### config.mk
export PLATFORM = sky130hd
export DESIGN_NAME = ecc_status_merge
export DESIGN_NICKNAME = d
export VERILOG_FILES = /design/src/hdl/ecc_pkg.sv /design/src/hdl/ecc_status_merge.sv
export SDC_FILE = /design/constraint.sdc
export NUM_CORES = 1
export LEC_CHECK = 0
export ABC_AREA = 1
export BUFFER_PORTS_ARGS = -buffer_cell sky130_fd_sc_hd__buf_2
export CAP_MARGIN = 10
export CORE_ASPECT_RATIO = 1.25
export CORE_UTILIZATION = 41
export DETAILED_ROUTE_END_ITERATION = 8
export PLACE_DENSITY = 0.89
export SKIP_CTS_REPAIR_TIMING = 1
export SYNTH_ARGS = -nofsm -noshare
export SYNTH_HDL_FRONTEND = slang
export SYNTH_SLANG_ARGS = --single-unit
### constraint.sdc
create_clock -name clk -period 1.3 [get_ports clk]
set_input_delay 0.26 -clock clk [delete_from_list [all_inputs] [get_ports clk]]
set_output_delay 0.26 -clock clk [all_outputs]
set_load 0.005 [all_outputs]
### src/hdl/ecc_pkg.sv
package ecc_pkg;

    localparam int unsigned ECC_DATA_W   = 40;
    localparam int unsigned ECC_PARITY_W = 7;
    localparam int unsigned ECC_CODE_W   = ECC_DATA_W + ECC_PARITY_W;
    localparam int unsigned NUM_BANKS    = 4;
    localparam int unsigned BANK_WORDS   = 16;

    typedef logic [ECC_DATA_W-1:0]         ecc_data_t;
    typedef logic [ECC_PARITY_W-1:0]       ecc_parity_t;
    typedef logic [ECC_CODE_W-1:0]         ecc_code_t;     // Parity above data.
    typedef logic [ECC_PARITY_W-1:0]       ecc_syndrome_t;
    typedef logic [$clog2(BANK_WORDS)-1:0] bank_index_t;
    typedef logic [$clog2(NUM_BANKS)-1:0]  bank_sel_t;
    typedef logic [15:0]                   err_count_t;
    typedef logic [7:0]                    apb_addr_t;
    typedef logic [31:0]                   apb_data_t;

    localparam apb_addr_t REG_WDATA_LO = 8'h00;
    localparam apb_addr_t REG_WDATA_HI = 8'h04;
    localparam apb_addr_t REG_ADDR     = 8'h08;
    localparam apb_addr_t REG_CMD      = 8'h0C;
    localparam apb_addr_t REG_INJECT   = 8'h10;
    localparam apb_addr_t REG_CTRL     = 8'h14;
    localparam apb_addr_t REG_RDATA_LO = 8'h18;
    localparam apb_addr_t REG_RDATA_HI = 8'h1C;
    localparam apb_addr_t REG_STATUS   = 8'h20;
    localparam apb_addr_t REG_SCOUNT   = 8'h24;
    localparam apb_addr_t REG_DCOUNT   = 8'h28;

    typedef enum logic [1:0] {
        CMD_NONE  = 2'd0,
        CMD_STORE = 2'd1,
        CMD_LOAD  = 2'd2
    } cmd_e;

    typedef struct packed {
        logic        store;
        logic        load;
        bank_sel_t   bank;
        bank_index_t index;
        ecc_data_t   data;
        ecc_code_t   flip;
        logic        bypass;
    } bank_req_t;

    typedef struct packed {
        logic      valid;
        ecc_data_t data;
        logic      sbit;
        logic      dbit;
    } bank_rsp_t;

    // H-matrix columns of the data bits, index 0 first; all odd weight.
    localparam ecc_syndrome_t ECC_H_COLS [ECC_DATA_W] = '{
        7'b1000011, 7'b1000101, 7'b1000110, 7'b0000111, 7'b1001001,
        7'b1001010, 7'b0001011, 7'b1001100, 7'b0001101, 7'b0001110,
        7'b1001111, 7'b1010001, 7'b1010010, 7'b0010011, 7'b1010100,
        7'b0010101, 7'b0010110, 7'b1010111, 7'b1011000, 7'b0011001,
        7'b0011010, 7'b1011011, 7'b0011100, 7'b1011101, 7'b1011110,
        7'b0011111, 7'b1100001, 7'b1100010, 7'b0100011, 7'b1100100,
        7'b0100101, 7'b0100110, 7'b1100111, 7'b1101000, 7'b0101001,
        7'b0101010, 7'b1101011, 7'b0101100, 7'b1101101, 7'b1101110
    };

endpackage

### src/hdl/ecc_status_merge.sv
module ecc_status_merge (
    input  logic                clk,
    input  logic                reset,
    input  ecc_pkg::bank_rsp_t  rsp [ecc_pkg::NUM_BANKS],
    output ecc_pkg::ecc_data_t  rd_data,
    output logic                status_sbit,
    output logic                status_dbit,
    output ecc_pkg::err_count_t scount,
    output ecc_pkg::err_count_t dcount
);

    import ecc_pkg::*;

    bank_rsp_t sel;

    // At most one bank answers per cycle.
    always_comb begin
        sel = '0;
        for (int i = 0; i < NUM_BANKS; i++) begin
            if (rsp[i].valid) begin
                sel = rsp[i];
            end
        end
    end

    always_ff @(posedge clk) begin
        if (reset) begin
            rd_data     <= '0;
            status_sbit <= 1'b0;
            status_dbit <= 1'b0;
            scount      <= '0;
            dcount      <= '0;
        end else if (sel.valid) begin
            rd_data     <= sel.data;
            status_sbit <= sel.sbit;
            status_dbit <= sel.dbit;
            if (sel.sbit && scount != '1) begin
                scount <= scount + 1'b1;  // Saturates.
            end
            if (sel.dbit && dcount != '1) begin
                dcount <= dcount + 1'b1;
            end
        end
    end

endmodule

Yosys cells after proc, flatten, opt, wreduce, memory -nomap -nowiden --
Index checks and enable logic that the tools add are counted.
Word-level totals: output and inout bits 74, register bits after elaboration 74, bits of input ports 174, word-level logic and storage cells 17
Operators by class: muxes and demuxes 4, add/sub/neg operators 2, equality and inequality tests 2, reduce and logical (&&, ||, !) cells 4
Operators with widths (number):
- 2-to-1 mux 43 bit | 4
- adder 16 x 1 -> 16 bit, second input constant | 2
- inequality test 16 bit, second input constant | 2
- AND reduction 2 bit | 2
- logical AND 1 bit | 2

Longest topological paths before layout --
Gate-level depths: netlist of the first run.
depth in word-level cells 6, mapped depth 9, mapped depth without buffers 8

Worst setup path before layout of the first run --
Ideal clock, no wire load.
kind register to register, start point reg scount[0], end point reg scount[11], path slack -150 ps, required time 1233 ps, cell stages (with the launch flop) 9, path buffers 1, period minus slack after synthesis 1450 ps, arrival 1383 ps, cells stage by stage dfxtp_1 -> ha_1 -> nand3_2 -> nor2_4 -> nand2_4 -> nand3_4 -> buf_12 -> nand2_1 -> a21oi_2
On the way: longest elaborated chain between the ends 3, elaborated cells between the ends (all ways) 4
Ends and longest elaborated chain:
- from (decl) | RTL line ecc_status_merge.sv:8 | output ecc_pkg::err_count_t scount,
- from (signal assigned) | RTL line ecc_status_merge.sv:38 | scount <= scount + 1'b1;
- parallel branches: the longest is 3 deep, another holds adder 16 x 1 -> 16 bit
Parallel ways; which one is timed is not known. A chain may end at the register's enable or synchronous reset.

Worst setup path after layout of the first run --
start point reg scount[0], end point reg scount[0]
The elaborated chain is that of the path after synthesis.

==> results.tsv, run 1 <==
metric	value	unit
period utilisation layout	111	%
Initial Utilization	42.7	%
post-synthesis cell type count	31	
Synth area leader	dfxtp_1	
design area	0.00726	sq mm
CP Launch Type	flip-flop	
pwr/cell area	886	mW/mm^2
Reg2Reg Setup Slack	-0.14	ns
Die X	96.8	um
fraction of registers with async set/reset	0	%
post-synthesis instance area	0.00460	sq mm
row count	42	
CTS tree	built	
initial antenna violation count	1	
grt ovf	0	
Port Buffers	247	
H-Tree Depth	3	
total iterations of the first detailed-routing run	5	
skew final	0.00805	ns
worst setup path end	scount[0]	
max-slew violations	0	
cts bufs inserted	9	
Die H	120	um
R2R depth	8	
Max-Cap Viols	0	
Worst Tran Pin Value	0.454	ns
post-route ant nets	0	
final setup violating endpoints	32	
Syn Nets	907	
Hold Crit Class	in -> reg	
hpwl dp	12.9	mm
worst setup path startpoint	scount[0]	
Detailed Route WL	19.3	mm
dpl ws	-0.0787	ns
final hold vios	0	
Worst slew margin	69.7	%
peak supply drop	0.560	mV
Yosys top cell area share	32.2	%
clk buf depth	2	
Fmax	0.693	GHz
clock sinks	74	
largest net degree at the start of global routing	41	
Post-Syn Instances	731	
routability cong.	0.936	
RSZ-0062 raised after global routing	yes	
Min Clock Period, post-route	1.44	ns
Placed Area	0.00646	sq mm
Yosys Warn Count	0	
failing checks	negative setup slack	
Layout Nets	1209	
vias in the first global route	6005	
CTS Root Buffer Type	clkbuf_16	
drt initial violations	395	
Critical Path RT	1.55	ns
reg2reg start	scount[0]	
syn_area_per_cell	6.30	sq um
Worst R2R End	scount[0]	
Seq cells post-synth	74	
PnR worst setup slack	-0.143	ns
first-pass GRT wire length	27.7	mm
Worst-Skew Late Latency	0.34	ns
drc violations	0	
Ports	248	
area delta synth->final	57.6	%
WS Path Type	reg -> reg	
GRT Overall Usage	29.3	%
Static Leak	0.00340	uW
count leader, synth	nand2_1	
post-DR wirelength/cell	16.4	um
worst-path maximum fanout	7	
Setup TNS Final	-2.47	ns
top cells by count, synth	nand2_1, dfxtp_1, a21oi_1	
clock slew at reported path FFs	0.06	ns
register area share after synthesis	32.2	%
ranking of synthesized cells by area	dfxtp_1, nand2_1, a21oi_1	
Core ar.	0.0108	sq mm
layout cells sized above 1	46.0	%
CP arrival	1.69	ns
Post-synth EDFFs	0	
full die area	0.0117	sq mm
Vias/cell	5.56	
CP Capture Type	flip-flop	
outcome	complete, but fails checks	
via count	6507	
ys flop type	dfxtp_1	
-- worst max-delay path, stage by stage, from the launching register on --
cell and delay (ns):
dfxtp_4 0.36, ha_4 0.16, nand3_4 0.09, buf_6 0.13
nor2_4 0.12, nand2_4 0.10, nand3_4 0.15, o21ai_1 0.11
nor2_1 0.15
-- placed cells by master (no fill, tap or decap), types with 2 or more instances in the layout --
| cell | instances |
|---|---|
| o21ai_0 | 7 |
| xnor2_1 | 4 |
| ha_4 | 2 |
| nand2_2 | 30 |
| inv_2 | 8 |
| nand3b_1 | 5 |
| dfxtp_2 | 18 |
| a21oi_1 | 57 |
| a31oi_1 | 40 |
| dfxtp_4 | 5 |
| buf_6 | 12 |
| nand2_1 | 261 |
| nor2_1 | 32 |
| dfxtp_1 | 51 |
| o21ai_2 | 3 |
| clkbuf_8 | 3 |
| xor2_1 | 2 |
| nand3_1 | 17 |
| o211ai_1 | 40 |
| buf_12 | 3 |
| nand3_4 | 6 |
| inv_1 | 32 |
| clkbuf_16 | 10 |
| nor2_2 | 13 |
| nand4_1 | 10 |
| nand3_2 | 12 |
| o21ai_1 | 2 |
| a21oi_2 | 17 |
| nand2_4 | 6 |
| nor2_4 | 10 |
| buf_2 | 246 |
| buf_4 | 69 |
-- cell families after synthesis --
group,synth area share (%)
xor gates and xnor gates,1.14
AOI/OAI and AO/OA,21.8
adders and majority gates,0.544
and+or+nand+nor,36.4
DFF,32.2
buffers and inverters,7.91
-- worst min path at each step --
stage	startpoint	slack [ns]	endpoint	cells past startpoint
after floorplan	rsp[41]	0.41	rd_data[39]	2
after global placement	status_dbit	0.45	status_dbit	2
after detailed placement	status_dbit	0.47	status_dbit	2
after CTS	rsp[41]	0.18	rd_data[39]	3
after global routing	rsp[15]	0.19	rd_data[13]	3
final	rsp[41]	0.19	rd_data[39]	3
-- layout make-up --
| type | instances | area (sq um) |
|---|---|---|
| well taps | 132 | 165 |
| clock buffers | 13 | 292 |
| fillers | 893 | 3520 |
| flip-flops and latches | 74 | 1520 |
| repair buffers | 331 | 1960 |
| clock inverters | 3 | 42.5 |
| inverters | 41 | 154 |
| diodes | 1 | 2.50 |
| multi-input cells | 576 | 3120 |
-- power breakdown --
part | switching (uW) | leakage [uW] | internal [uW]
Combinational | 665 | 0.00262 | 565
Clock | 992 | 0.000163 | 1760
Sequential | 72.7 | 0.000620 | 2380
Total | 1730 | 0.00340 | 4700
-- stage by stage --
step / instances / power (uW) / utilization, % / hold WS [ns]
floorplan: 731 / 3030 / - / 0.412
global placement: 1148 / 3590 / 60.0 / 0.453
detailed placement: 1148 / 3610 / 60.0 / 0.467
CTS: 1164 / 6330 / 63.1 / 0.183
global route: 1171 / 6660 / 67.4 / 0.190
finish: 1171 / 6430 / 67.4 / 0.187
-- flip-flops by register name, summed over array words and instances (netlist names) --
signal and flops:
dcount 16, status_sbit 1, scount 16, rd_data 40, status_dbit 1
-- routing by layer --
| layer | up-vias | global-route usage, % | share of wire (%) |
|---|---|---|---|
| met1 | 2963 | 35.2 | 38 |
| met3 | 82 | 6.24 | 8.6 |
| li1 | 3051 | - | - |
| met2 | 411 | 50.6 | 49 |
| met5 | - | 0 | 0 |
| met4 | 0 | 12.3 | 4.3 |
Power figures use the tool's default switching activity.
==> inputs of run 2 (changes only) <==
Settings changed: ABC_AREA 1 to unset, CORE_UTILIZATION 41 to 40, SLEW_MARGIN set to 20.
==> run 2 against run 1 <==
The flow still finishes with violations (negative setup slack). Sequential share of layout area hardly changed. Wire length is 8.8% lower. Synthesized area is 7.7% lower. Worst setup slack worse by 0.34 ns. Sequential power hardly changed. Sequential cell count stayed put.
==> results.tsv, run 2 <==
metric	value	unit	change
largest net degree at the start of global routing	44		+7.3%
Yosys Warn Count	0		unchanged
worst setup path end	dcount[6]		
max-slew violations	0		unchanged
CP Capture Type	flip-flop		
worst path cell trace	nand3_2 -> or3_4 -> nor3_4 -> or4_4 -> mux2_4		
R2R depth	5		-3
clk buf depth	2		unchanged
Setup TNS Final	-12.21	ns	-9.74 ns
post-synthesis cell type count	46		+48%
register area share after synthesis	34.9	%	+2.7 points
worst setup path startpoint	dcount[6]		
fraction of registers with async set/reset	0	%	unchanged
worst-path maximum fanout	5		-2
Initial Utilization	41.6	%	-1.1 points
dpl ws	-0.552	ns	-0.474 ns
Top reg by flops	rd_data		
Hold Crit Class	in -> reg		
Synth Area in Compound Gates	23.0	%	+1.2 points
Post-synth EDFFs	0		unchanged
post-synthesis xor/xnor area fraction	0.619	%	-0.52 points
ranking of synthesized cells by area	dfxtp_1, nor3_1, a221oi_1		
post-route ant nets	0		unchanged
clock sinks	74		unchanged
outcome	complete, but fails checks		
full die area	0.0110	sq mm	-5.3%
initial antenna violation count	4		+3
failing checks	negative setup slack		
design area	0.00723	sq mm	-0.33%
Die H	117	um	-2.7%
Port Buffers	247		unchanged
Fmax	0.561	GHz	-19%
Core ar.	0.0102	sq mm	-5.2%
Vias/cell	5.69		+2.4%
Syn Nets	720		-21%
hpwl dp	11.6	mm	-9.9%
total power	6130	uW	-4.7%
via count	5660		-13%
period utilisation layout	137	%	+26 points
top cells by count, synth	nor3_1, dfxtp_1, nor2_1		
final hold vios	0		unchanged
Post-Synth Adder-Cell Area	0.589	%	+0.046 points
Yosys top cell area share	34.9	%	+2.7 points
Fillers	808		-9.5%
Regs by FF count	rd_data: 40 flops, dcount: 16 flops, scount: 16 flops		
Synth area leader	dfxtp_1		
CTS tree	built		
peak supply drop	0.612	mV	+9.3%
first-pass GRT wire length	23.3	mm	-16%
CP Launch Type	flip-flop		
layout cells sized above 1	53.8	%	+7.9 points
area delta synth->final	70.3	%	
reg2reg start	dcount[6]		
final setup violating endpoints	49		+53%
Reg2Reg Setup Slack	-0.48	ns	-0.34 ns
largest family of logic cells by synthesized area	simple AND/OR/NAND/NOR gates		
row count	41		-2.4%
RSZ-0062 raised after global routing	yes		
most frequent cells in the layout	buf_2, buf_4, nor3_1, nor2_1, dfxtp_1		
pwr/cell area	847	mW/mm^2	-4.4%
GRT Overall Usage	27.0	%	-2.3 points
drt initial violations	226		-43%
Worst R2R End	dcount[6]		
Worst-Skew Late Latency	0.34	ns	about the same
Slowest-stage cell, CP	or3_4		
grt ovf	0		unchanged
Min Clock Period, post-route	1.78	ns	+0.339 ns
PnR worst setup slack	-0.482	ns	-0.339 ns
number of flip-flops in the largest register	40		unchanged
Worst path max stage delay	0.45	ns	+0.09 ns
syn_area_per_cell	7.81	sq um	+24%
cts bufs inserted	9		unchanged
drc violations	0		unchanged
commonest non-fill, non-tap cell in the layout	buf_2		
WHS	0.209	ns	+0.0212 ns
H-Tree Depth	3		unchanged
Max-Cap Viols	0		unchanged
vias in the first global route	5132		-15%
post-DR wirelength/cell	17.6	um	+7.4%
skew final	0.00926	ns	+0.00121 ns
WS Path Type	reg -> reg		
Ports	248		unchanged
Layout Nets	1034		-14%
total iterations of the first detailed-routing run	5		unchanged
Worst slew margin	71.2	%	+1.5 points
Seq cells post-synth	74		unchanged
Critical Path RT	1.52	ns	-0.03 ns
count leader, synth	nor3_1		
Static Leak	0.00323	uW	-5.2%
Placed Area	0.00625	sq mm	-3.3%
Detailed Route WL	17.6	mm	-8.8%
Post-Synth Simple-Gate Area	32.8	%	-3.6 points
mux cell area share after synthesis	2.06	%	+2.1 points
clock slew at reported path FFs	0.06	ns	about the same
ys flop type	dfxtp_1		
CTS Root Buffer Type	clkbuf_16		
Die X	94.2	um	-2.7%
Worst Tran Pin Value	0.429	ns	-0.0252 ns
CP arrival	2.01	ns	+0.32 ns
routability cong.	0.885		-5.4%
post-synthesis instance area	0.00425	sq mm	-7.7%
Post-Syn Instances	544		-26%
-- run 2: cell count changes after synthesis, moves of 15 or more --
cell	delta
nand2_1	-272
nand3_1	-21
a31oi_1	-38
nor3_1	+83
o211ai_1	-40
a211oi_1	+39
a21oi_1	-45
or4_1	+16
clkbuf_1	+18
a221oi_1	+39
inv_1	-29
nor2b_1	+43
o31ai_1	+15
-- run 2: worst max-delay path, delay by kind of cell (launching register included) --
family           cells  cell delay (ns)
muxes                1             0.30
DFF                  1             0.35
and+or+nand+nor      4             1.01
-- run 2: worst min-delay path by stage --
stage           startpoint           to  slack (ns)  cells past startpoint
2_1_floorplan  status_dbit  status_dbit        0.45                      2
3_3_place_gp   status_dbit  status_dbit        0.44                      2
3_5_place_dp   status_dbit  status_dbit        0.45                      2
4_1_cts            rsp[31]  rd_data[29]        0.25                      3
5_1_grt            rsp[20]  rd_data[18]        0.23                      3
6_report            rsp[7]   rd_data[5]        0.21                      3
-- run 2: metal layers --
layer	GRT usage (%)	wire length (um)	up-vias
met4	12.1	637	0
li1	-	-	2680
met3	7.17	1280	62
met1	29.8	6310	2656
met2	48.3	9340	262
met5	0	0	-
-- run 2: logic make-up (layout without fill, tap and decap cells) --
logic type	Yosys count	after routing
flops	74	74
xor+xnor	3	3
buf+inv	61	379
mux	8	8
fa+ha+maj	2	2
compound gates	131	131
other cells	0	4
simple gates	265	265
-- run 2: through the flow --
step                std cells  util, %
detailed placement        954     61.3
global placement          954     61.3
CTS                       969     64.0
global route              992     70.8
floorplan                 544        -
finish                    995     70.8
-- run 2: area by class of cell --
type,count,area [sq um],area share (%)
Multi-Input combinational cell,409,2910,40.2
Timing Repair Buffer,358,2330,32.3
Sequential cell,74,1520,21.0
Clock buffer,13,270,3.74
Tap cell,129,161,2.23
Inverter,6,22.5,0.311
Clock inverter,2,12.5,0.173
Antenna cell,4,10.0,0.138
-- run 2: power by group --
part           total, uW  internal [uW]  switching [uW]
sequential          2440           2380            61.7
combinational       1300            668             637
clock               2380           1440             944
