$ cat src/hdl/ecc_pkg.sv
package ecc_pkg;

    localparam int unsigned ECC_DATA_W   = 40;
    localparam int unsigned ECC_PARITY_W = 7;
    localparam int unsigned ECC_CODE_W   = ECC_DATA_W + ECC_PARITY_W;
    localparam int unsigned NUM_BANKS    = 4;
    localparam int unsigned BANK_WORDS   = 16;

    typedef logic [ECC_DATA_W-1:0]         ecc_data_t;
    typedef logic [ECC_PARITY_W-1:0]       ecc_parity_t;
    typedef logic [ECC_CODE_W-1:0]         ecc_code_t;     // Parity above data.
    typedef logic [ECC_PARITY_W-1:0]       ecc_syndrome_t;
    typedef logic [$clog2(BANK_WORDS)-1:0] bank_index_t;
    typedef logic [$clog2(NUM_BANKS)-1:0]  bank_sel_t;
    typedef logic [15:0]                   err_count_t;
    typedef logic [7:0]                    apb_addr_t;
    typedef logic [31:0]                   apb_data_t;

    localparam apb_addr_t REG_WDATA_LO = 8'h00;
    localparam apb_addr_t REG_WDATA_HI = 8'h04;
    localparam apb_addr_t REG_ADDR     = 8'h08;
    localparam apb_addr_t REG_CMD      = 8'h0C;
    localparam apb_addr_t REG_INJECT   = 8'h10;
    localparam apb_addr_t REG_CTRL     = 8'h14;
    localparam apb_addr_t REG_RDATA_LO = 8'h18;
    localparam apb_addr_t REG_RDATA_HI = 8'h1C;
    localparam apb_addr_t REG_STATUS   = 8'h20;
    localparam apb_addr_t REG_SCOUNT   = 8'h24;
    localparam apb_addr_t REG_DCOUNT   = 8'h28;

    typedef enum logic [1:0] {
        CMD_NONE  = 2'd0,
        CMD_STORE = 2'd1,
        CMD_LOAD  = 2'd2
    } cmd_e;

    typedef struct packed {
        logic        store;
        logic        load;
        bank_sel_t   bank;
        bank_index_t index;
        ecc_data_t   data;
        ecc_code_t   flip;
        logic        bypass;
    } bank_req_t;

    typedef struct packed {
        logic      valid;
        ecc_data_t data;
        logic      sbit;
        logic      dbit;
    } bank_rsp_t;

    // H-matrix columns of the data bits, index 0 first; all odd weight.
    localparam ecc_syndrome_t ECC_H_COLS [ECC_DATA_W] = '{
        7'b1000011, 7'b1000101, 7'b1000110, 7'b0000111, 7'b1001001,
        7'b1001010, 7'b0001011, 7'b1001100, 7'b0001101, 7'b0001110,
        7'b1001111, 7'b1010001, 7'b1010010, 7'b0010011, 7'b1010100,
        7'b0010101, 7'b0010110, 7'b1010111, 7'b1011000, 7'b0011001,
        7'b0011010, 7'b1011011, 7'b0011100, 7'b1011101, 7'b1011110,
        7'b0011111, 7'b1100001, 7'b1100010, 7'b0100011, 7'b1100100,
        7'b0100101, 7'b0100110, 7'b1100111, 7'b1101000, 7'b0101001,
        7'b0101010, 7'b1101011, 7'b0101100, 7'b1101101, 7'b1101110
    };

endpackage

$ cat src/hdl/ecc_apb_front.sv
module ecc_apb_front (
    input  logic                 clk,
    input  logic                 reset,
    input  logic                 psel,
    input  logic                 penable,
    input  logic                 pwrite,
    input  ecc_pkg::apb_addr_t   paddr,
    input  ecc_pkg::apb_data_t   pwdata,
    output ecc_pkg::apb_data_t   prdata,
    output logic                 pready,
    output logic                 pslverr,
    output ecc_pkg::bank_req_t   req,
    input  ecc_pkg::ecc_data_t   rd_data,
    input  logic                 status_sbit,
    input  logic                 status_dbit,
    input  ecc_pkg::err_count_t  scount,
    input  ecc_pkg::err_count_t  dcount
);

    import ecc_pkg::*;

    ecc_data_t   wdata;
    bank_sel_t   bank_q;
    bank_index_t index_q;
    logic [5:0]  inj_pos_a;
    logic        inj_en_a;
    logic [5:0]  inj_pos_b;
    logic        inj_en_b;
    logic        bypass;
    logic        access;
    logic        wr_en;
    logic        addr_ok;
    logic        read_only;
    cmd_e        cmd;
    ecc_code_t   flip;

    assign access = psel && penable;
    assign wr_en  = access && pwrite && !pslverr;
    assign pready = 1'b1;

    always_comb begin
        prdata    = '0;
        addr_ok   = 1'b1;
        read_only = 1'b0;
        case (paddr)
            REG_WDATA_LO: prdata = wdata[31:0];
            REG_WDATA_HI: prdata = apb_data_t'(wdata[ECC_DATA_W-1:32]);
            REG_ADDR:     prdata = apb_data_t'({bank_q, index_q});
            REG_CMD:      prdata = '0;  // Write only.
            REG_INJECT:   prdata = apb_data_t'({inj_en_b, inj_pos_b, 1'b0, inj_en_a, inj_pos_a});
            REG_CTRL:     prdata = apb_data_t'(bypass);
            REG_RDATA_LO: begin
                prdata    = rd_data[31:0];
                read_only = 1'b1;
            end
            REG_RDATA_HI: begin
                prdata    = apb_data_t'(rd_data[ECC_DATA_W-1:32]);
                read_only = 1'b1;
            end
            REG_STATUS: begin
                prdata    = apb_data_t'({status_dbit, status_sbit});
                read_only = 1'b1;
            end
            REG_SCOUNT: begin
                prdata    = apb_data_t'(scount);
                read_only = 1'b1;
            end
            REG_DCOUNT: begin
                prdata    = apb_data_t'(dcount);
                read_only = 1'b1;
            end
            default: addr_ok = 1'b0;
        endcase
    end

    assign pslverr = access && (!addr_ok || (pwrite && read_only));

    always_comb begin
        cmd = CMD_NONE;
        if (wr_en && paddr == REG_CMD) begin
            if (pwdata == apb_data_t'(CMD_STORE)) begin
                cmd = CMD_STORE;
            end else if (pwdata == apb_data_t'(CMD_LOAD)) begin
                cmd = CMD_LOAD;
            end
        end
    end

    // Positions past bit 46 shift out and flip nothing.
    assign flip = (inj_en_a ? (ecc_code_t'(1) << inj_pos_a) : '0)
                | (inj_en_b ? (ecc_code_t'(1) << inj_pos_b) : '0);

    always_ff @(posedge clk) begin
        if (reset) begin
            wdata     <= '0;
            bank_q    <= '0;
            index_q   <= '0;
            inj_pos_a <= '0;
            inj_en_a  <= 1'b0;
            inj_pos_b <= '0;
            inj_en_b  <= 1'b0;
            bypass    <= 1'b0;
            req       <= '0;
        end else begin
            req.store <= 1'b0;
            req.load  <= 1'b0;
            if (wr_en) begin
                case (paddr)
                    REG_WDATA_LO: wdata[31:0] <= pwdata;
                    REG_WDATA_HI: wdata[ECC_DATA_W-1:32] <= pwdata[7:0];
                    REG_ADDR: begin
                        index_q <= pwdata[3:0];
                        bank_q  <= pwdata[5:4];
                    end
                    REG_INJECT: begin
                        inj_pos_a <= pwdata[5:0];
                        inj_en_a  <= pwdata[6];
                        inj_pos_b <= pwdata[13:8];
                        inj_en_b  <= pwdata[14];
                    end
                    REG_CTRL: bypass <= pwdata[0];
                    default: ;
                endcase
            end
            if (cmd != CMD_NONE) begin
                req.store  <= (cmd == CMD_STORE);
                req.load   <= (cmd == CMD_LOAD);
                req.bank   <= bank_q;
                req.index  <= index_q;
                req.data   <= wdata;
                req.flip   <= (cmd == CMD_STORE) ? flip : '0;
                req.bypass <= bypass;
            end
            if (cmd == CMD_STORE) begin
                inj_en_a <= 1'b0;  // One-shot.
                inj_en_b <= 1'b0;
            end
        end
    end

endmodule

$ cat config.mk
export PLATFORM = sky130hd
export DESIGN_NAME = ecc_apb_front
export DESIGN_NICKNAME = d
export VERILOG_FILES = /design/src/hdl/ecc_pkg.sv /design/src/hdl/ecc_apb_front.sv
export SDC_FILE = /design/constraint.sdc
export NUM_CORES = 1
export LEC_CHECK = 0
export ABC_AREA = 1
export BUFFER_PORTS_ARGS = -buffer_cell sky130_fd_sc_hd__buf_2
export CAP_MARGIN = 25
export CORE_MARGIN = 3
export CORE_UTILIZATION = 52
export CTS_CLUSTER_DIAMETER = 30
export DETAILED_ROUTE_END_ITERATION = 6
export PLACE_DENSITY = 0.81
export SLEW_MARGIN = 20
export SYNTH_ARGS = -nofsm -noshare
export SYNTH_HDL_FRONTEND = slang
export SYNTH_SLANG_ARGS = --single-unit
$ cat constraint.sdc
create_clock -name clk -period 2.45 [get_ports clk]
set_clock_uncertainty 0.15 [all_clocks]
set_input_delay 0.49 -clock clk [delete_from_list [all_inputs] [get_ports clk]]
set_output_delay 0.49 -clock clk [all_outputs]
set_load 0.01 [all_outputs]
# == Yosys cells after proc, flatten, opt, wreduce, memory -nomap -nowiden ==
# Cells that the tools add are included.
# W data, S select, Z words.
# totals
ff_bits,157
output_inout_bits,130
wordCells,63
# op_classes
eq_ne,14
shifts,2
muxes,9
bitwise,2
reduce_logical,20
# ops
operator,n
$pmux W32 S10,1
$mux W47,3
$shl A1 B6 Y47 const A,2
$or A47 B47 Y47,1
$eq A32 B1 Y1 const B,1
$eq A32 B2 Y1 const B,1
$eq A8 B5 Y1 const B,4
$eq A8 B6 Y1 const B,3
$eq A8 B4 Y1 const B,2
$reduce_or A11 Y1,1
$reduce_and A2 Y1,5
$eq A8 B3 Y1 const B,1
$logic_not A8 Y1,1
$logic_and A1 B1 Y1,6
$mux W2,3
$reduce_or A5 Y1,1
$reduce_or A2 Y1,2
$eq A2 B1 Y1 const B,1
$eq A2 B2 Y1 const B,1
$logic_not A1 Y1,2
$mux W1,2
$reduce_bool A2 Y1,1
$logic_or A1 B1 Y1,1
$not A1 Y1,1

# == Logic depth before layout (Yosys ltp) ==
# Gate-level depths: netlist of run 1.
# logic_depth
depth_word,13
mapped_depth,15

# == Least setup slack after synthesis of run 1 ==
# OpenSTA, ideal clock, no wires.
# synth_timing
kind,in2out
startpoint,in paddr[6]
endpoint,out prdata[13]
t_arrival_ns,1.649
setup_slack_ns,0.161
path_stages,7
n_path_buf,2
cell_sequence,inv_1 nand2_1 nor2_1 nand2_1 clkbuf_1 clkbuf_1 o21ai_0
# synth_via
elab_chain_cells,2
word_cells_on_any_way,11
cone_classes,eq/ne (9); mux (1); reduce/logical (1)
# synth_rtl
item,line_no,source
from (decl),ecc_apb_front.sv:7,"input ecc_pkg::apb_addr_t paddr,"
$eq A8 B6 Y1 (tied with other cells),ecc_apb_front.sv:45,case (paddr)
$pmux W32 S10 (*),ecc_apb_front.sv:45,
to (decl),ecc_apb_front.sv:9,"output ecc_pkg::apb_data_t prdata,"
# Mark *: on every way between the ends. The rest lies on a longest branch, timed or not.

# == Worst setup path after layout of run 1 ==
# layout_timing
startpoint,in paddr[4]
endpoint,out prdata[9]
# Same word-level chain as after synthesis.

==> results of run 1 <==
==> state kept, by name, summed over array words and instances (netlist names) <==
register   count
bank_q         2
wdata         40
bypass         1
inj_pos_b      6
req           96
inj_pos_a      6
inj_en_a       1
inj_en_b       1
index_q        4
==> cell usage in the layout, fill, tap and decap left out, types with 16 or more instances in the layout <==
cell type	instances
buf_2	245
nand2_1	203
dfxtp_1	155
nor2_1	151
a21oi_1	107
inv_1	101
nand3_1	92
o21ai_0	87
buf_4	68
o211ai_1	50
o22ai_1	27
clkbuf_16	19
nor3_1	17
buf_12	16
==> layout make-up <==
| class | instances | area (sq um) | share of cell area (%) |
|---|---|---|---|
| repair buffers | 337 | 2170 | 20.1 |
| clock buffers | 19 | 443 | 4.09 |
| flip-flops and latches | 157 | 3150 | 29.1 |
| well taps | 184 | 230 | 2.13 |
| multi-input cells | 824 | 4190 | 38.7 |
| inverters | 115 | 447 | 4.13 |
| diodes | 2 | 5.00 | 0.0462 |
| clock inverters | 13 | 186 | 1.72 |
==> worst paths after layout <==
path / startpoint / endpoint / slack (ps)
max: paddr[4] / prdata[9] / -20
min reg2reg: req[10] / req[10] / 310
max reg2reg: inj_en_b / req[16] / 310
min: pwdata[25] / wdata[25] / 180
==> layer usage <==
| metal | vias up | global-route usage (%) | wire [um] |
|---|---|---|---|
| met5 | - | 0 | 0 |
| met4 | 0 | 11.7 | 712 |
| met3 | 56 | 6.59 | 2730 |
| met2 | 536 | 51.1 | 13000 |
| met1 | 4373 | 45.7 | 12300 |
| li1 | 4533 | - | - |
==> where the power goes <==
| group | total (mW) | switching [mW] | leakage (nW) | internal [mW] |
|---|---|---|---|---|
| combinational | 0.314 | 0.179 | 3.12 | 0.135 |
| clock | 2.81 | 1.07 | 0.308 | 1.74 |
| sequential | 2.55 | 0.000490 | 1.26 | 2.55 |
==> repair_timing <==
action	4_1_cts	5_1_grt
setup buffers	6	7
resized for setup	22	39
setup endpoints to repair	16	35
pin swaps	6	10
gates cloned	0	2
==> through the flow <==
step                      utilization [%]  setup WS [ps]  cell area [sq um]  hold slack (ps)  cells
after CTS                            71.8          -23.2              10600              161   1640
final                                73.4          -15.7              10800              179   1651
after global placement               66.7           -118               9840              297   1602
after global routing                 73.4          -75.9              10800              180   1651
after floorplan                         -            161               7990              294   1186
after detailed placement             66.7           -201               9840              302   1602
==> cell families after synthesis <==
logic type	synth area share, %
compound gates	23.4
buf+inv	10.4
flops	39.3
other cells	0.0469
simple gates	26.9
==> critical path: cells and delay by family <==
kind / cells / cell delay [ps]
compound gates: 2 / 370
buf+inv: 5 / 760
simple gates: 3 / 200
==> impl_metrics.yaml, run 1 <==
place:
  io_buffers: 247
  hpwl_um: 21400
  gp_congestion: 0.971
clocking:
  cts_hold_buf: 0
  clkSlewWorstSetupHoldPaths_ps: 60
  clockRootBuffer: "clkbuf_16"
  cts_tree: "yes"
  cts_inserted_buffers: 17
  cts_sinks: 157
  cts_max_level: 4
  clock_path_buffers: 2
  clk_latency_ps: 420
global_route:
  grt_pass1_wl_um: 43900
  grt_max_degree: 50
  grtUsageTotal_pct: 32.9
  antenna_found_initial: 2
  grt_pass1_vias: 8474
  grt_overflow: 0
logic_synthesis:
  ys_ff_latch: 157
  syn_inst: 1186
  synth_ff_type: "dfxtp_1"
  syn_avg_cell_area_sq_um: 6.74
  netlist.area_leader.share_pct: 39.3
  synth.top_cells.by_count: "nand2_1, dfxtp_1, nor2_1, a21oi_1, inv_1"
  yosys-top-cells-area: "dfxtp_1, nand2_1, nor2_1"
  yosysTopAreaCell: "dfxtp_1"
  syn_nets: 1305
  async_flop_share_pct: 0
  synth_edf_count: 0
  yosysMostFrequentCell: "nand2_1"
  yosysUniqueCellTypes: 34
  synth_area_sq_um: 7990
  yosysSeqAreaShare_pct: 39.3
  yosys_warnings: 0
power:
  power_density_nw_per_um2: 525
  finalPower_mw: 5.68
  p_leak_nw: 4.70
  ir_drop_mv: 0.518
detailed_routing:
  ant_nets: 0
  firstDrtPassIters: 7
  routedWlPerCell_um: 17.4
  drt_iter0_drc: 1129
  vias_per_cell: 5.75
  routed_wl_um: 28700
  vias: 9498
  post-route-drc-count: 2
finish:
  final_nets: 1571
  drive_gt1_share_pct: 29.1
  fillers: 1243
  syn_to_final_growth_pct: 35.5
die:
  coreArea_sq_um: 14800
  rows: 44
  initial_core_util_pct: 54.1
  io_pins: 249
  die_y_um: 130
  die-area_sq_um: 16900
  die_w_um: 130
min_path:
  min_path_type: "in -> reg"
  whs_path_depth: 3
critical_path:
  cp_cell_sequence: "buf_2 > nand2_1 > nor2_1 > buf_4 > nand2_4 > clkinvlp_4 > buf_4 > a221oi_1 > o21ai_1 > buf_2"
  crit_fanout: 4
  slowest_delay_ps: 260
  cp-start-kind: "input pin"
  crit_type: "in -> out"
  cp.arrival_ps: 1830
  endpoint_kind: "output port"
  crit_slowest_cell: "a221oi_1"
  reg2regPathDepth: 6
  worst_ep_required_time_ps: 1810
sta:
  rsz0062_at_grt: "yes"
  fmax_mhz: 406
  final-setup-viol-count: 3
  period_share_pct: 101
  finalSetupTns_ps: -24.2
  period_needed_ps: 2470
  slew_violations: 0
  slew_headroom_pct: 64.4
  fin_ws_ps: -15.7
  worst_slew_pin_slew_ps: 533
  finalHoldViolCount: 0
run_status:
  status: "complete, but fails checks"
  violations: "DRC, setup timing"
run:
  maxCapViolCount: 0
No activity file was read; power rests on OpenSTA's default activity.
==> run 2, diff against run 1 <==
--- a/config.mk
+++ b/config.mk
@@ -10,6 +10,7 @@
 export CAP_MARGIN = 25
 export CORE_MARGIN = 3
 export CORE_UTILIZATION = 52
+export CTS_BUF_LIST = sky130_fd_sc_hd__clkbuf_16
 export CTS_CLUSTER_DIAMETER = 30
 export DETAILED_ROUTE_END_ITERATION = 6
 export PLACE_DENSITY = 0.81
==> run 2 against run 1 <==
Compared with the run above:
- the run ends with setup timing left
- worst hold slack worse by 3.6 ps
- largest power group unchanged
- final area about the same
- total power is 0.62% lower
==> impl_metrics.yaml, run 2 (synthesized netlist as in run 1, its figures left out) <==
run_status:
  status: "complete, but fails checks"
  violations: "setup timing"
finish:
  largest_reg_flops: 96
  top_regs: "req x96, wdata x40"
  fin_cells: 1651
  drive_gt1_share_pct: 29.1
  finalInstanceArea_sq_um: 10800
  fin_util_pct: 73.3
  regMostFlops: "req"
  syn_to_final_growth_pct: 35.3
  final_nets: 1571
  final_cell_mix: "buf_2, nand2_1, dfxtp_1, nor2_1, a21oi_1"
  layout_commonest_cell: "buf_2"
critical_path:
  cp-start-kind: "input pin"
  slowest_delay_ps: 260
  cp.arrival_ps: 1820
  cp_cell_sequence: "buf_2 > nand2_1 > nor2_1 > buf_4 > nand2_4 > clkinvlp_4 > buf_4 > a221oi_2 > o21ai_1 > buf_2"
  crit_type: "in -> out"
  crit_family: "buffers and inverters"
  crit_slowest_cell: "a221oi_2"
  critPathBufInv: 5
  worst_ep_required_time_ps: 1810
  endpoint_kind: "output port"
  crit_fanout: 4
global_route:
  grt_pass1_wl_um: 43900
  grt_pass1_vias: 8461
  antenna_found_initial: 2
  grtUsageTotal_pct: 32.9
  grt_overflow: 0
  grt_max_degree: 50
clocking:
  cts_sinks: 157
  cts_hold_buf: 0
  cts_max_level: 4
  clock_path_buffers: 2
  clk_latency_ps: 430
  cts_tree: "yes"
  cts_inserted_buffers: 17
  clkSlewWorstSetupHoldPaths_ps: 60
  clockRootBuffer: "clkbuf_16"
place:
  hpwl_um: 21400
  dp_cells: 1602
  dp_worst_setup_slack_ps: -201
  placed_area_sq_um: 9840
  io_buffers: 247
  gp_congestion: 0.971
sta:
  slew_headroom_pct: 63.4
  whs_ps: 175
  fin_ws_ps: -6.85
  slew_violations: 0
  fmax_mhz: 407
  finalHoldViolCount: 0
  worst_slew_pin_slew_ps: 548
  finalSetupTns_ps: -6.85
  final-setup-viol-count: 1
  rsz0062_at_grt: "yes"
  period_needed_ps: 2460
  period_share_pct: 100
die:
  die-area_sq_um: 16900
  die_y_um: 130
  coreArea_sq_um: 14800
  initial_core_util_pct: 54.1
  rows: 44
  io_pins: 249
  die_w_um: 130
power:
  switching_power_mw: 1.25
  finalPower_mw: 5.64
  clockPowerShare_pct: 49.2
  p_leak_nw: 4.69
  pwr-share-comb_pct: 5.6
  power.internal_mw: 4.39
  ir_drop_mv: 0.517
  p_sw_share_pct: 22.2
  seqPwrFrac_pct: 45.3
  power_density_nw_per_um2: 522
detailed_routing:
  ant_nets: 0
  vias: 9512
  drt_iter0_drc: 1165
  firstDrtPassIters: 6
  routedWlPerCell_um: 17.4
  post-route-drc-count: 0
  routed_wl_um: 28700
  vias_per_cell: 5.76
min_path:
  min_path_type: "in -> reg"
run:
  maxCapViolCount: 0
[run 2: final cells by class]
type / count / area, sq um
fillers: 1244 / 3940
repair buffers: 337 / 2170
clock inverters: 15 / 194
inverters: 115 / 447
diodes: 2 / 5.00
flip-flops and latches: 157 / 3150
multi-input cells: 824 / 4190
clock buffers: 17 / 425
well taps: 184 / 230
[run 2: worst paths after layout]
kind	startpoint	end	cells past startpoint	slack (ps)
worst max register to register	inj_en_b	req[16]	6	320
worst min register to register	req[10]	req[10]	2	310
worst min-delay path	pwdata[25]	wdata[25]	3	180
worst max-delay path	paddr[4]	prdata[14]	10	-7
[run 2: worst reg2reg max path: cells and delay by family (launching register included)]
family | cells | cell delay, ps
AO/OA/AOI/OAI | 2 | 550
AND/OR/NAND/NOR | 2 | 490
flip-flops | 1 | 460
buffers and inverters | 2 | 420
[run 2: repair_timing]
item                       in CTS  in global routing
setup endpoints to repair      16                 35
gates resized for setup        22                 39
gates cloned                    0                  2
pin swaps                       6                 10
buffers inserted                6                  7
[run 2: routing by layer]
| layer | vias to the layer above | part of all wire (%) | global-route usage [%] |
|---|---|---|---|
| met5 | - | 0 | 0 |
| met4 | 0 | 2.2 | 10.6 |
| met3 | 54 | 9.1 | 7.45 |
| met2 | 526 | 45 | 51.0 |
| met1 | 4402 | 43 | 45.7 |
| li1 | 4530 | - | - |
[run 2: power groups by stage]
stage	Clock [mW]	Sequential [mW]	Combinational (mW)
2_1_floorplan	0	2.61	0.113
3_3_place_gp	0	2.61	0.282
3_5_place_dp	0	2.61	0.284
4_1_cts	2.79	2.55	0.293
5_1_grt	2.90	2.55	0.339
6_report	2.77	2.55	0.314
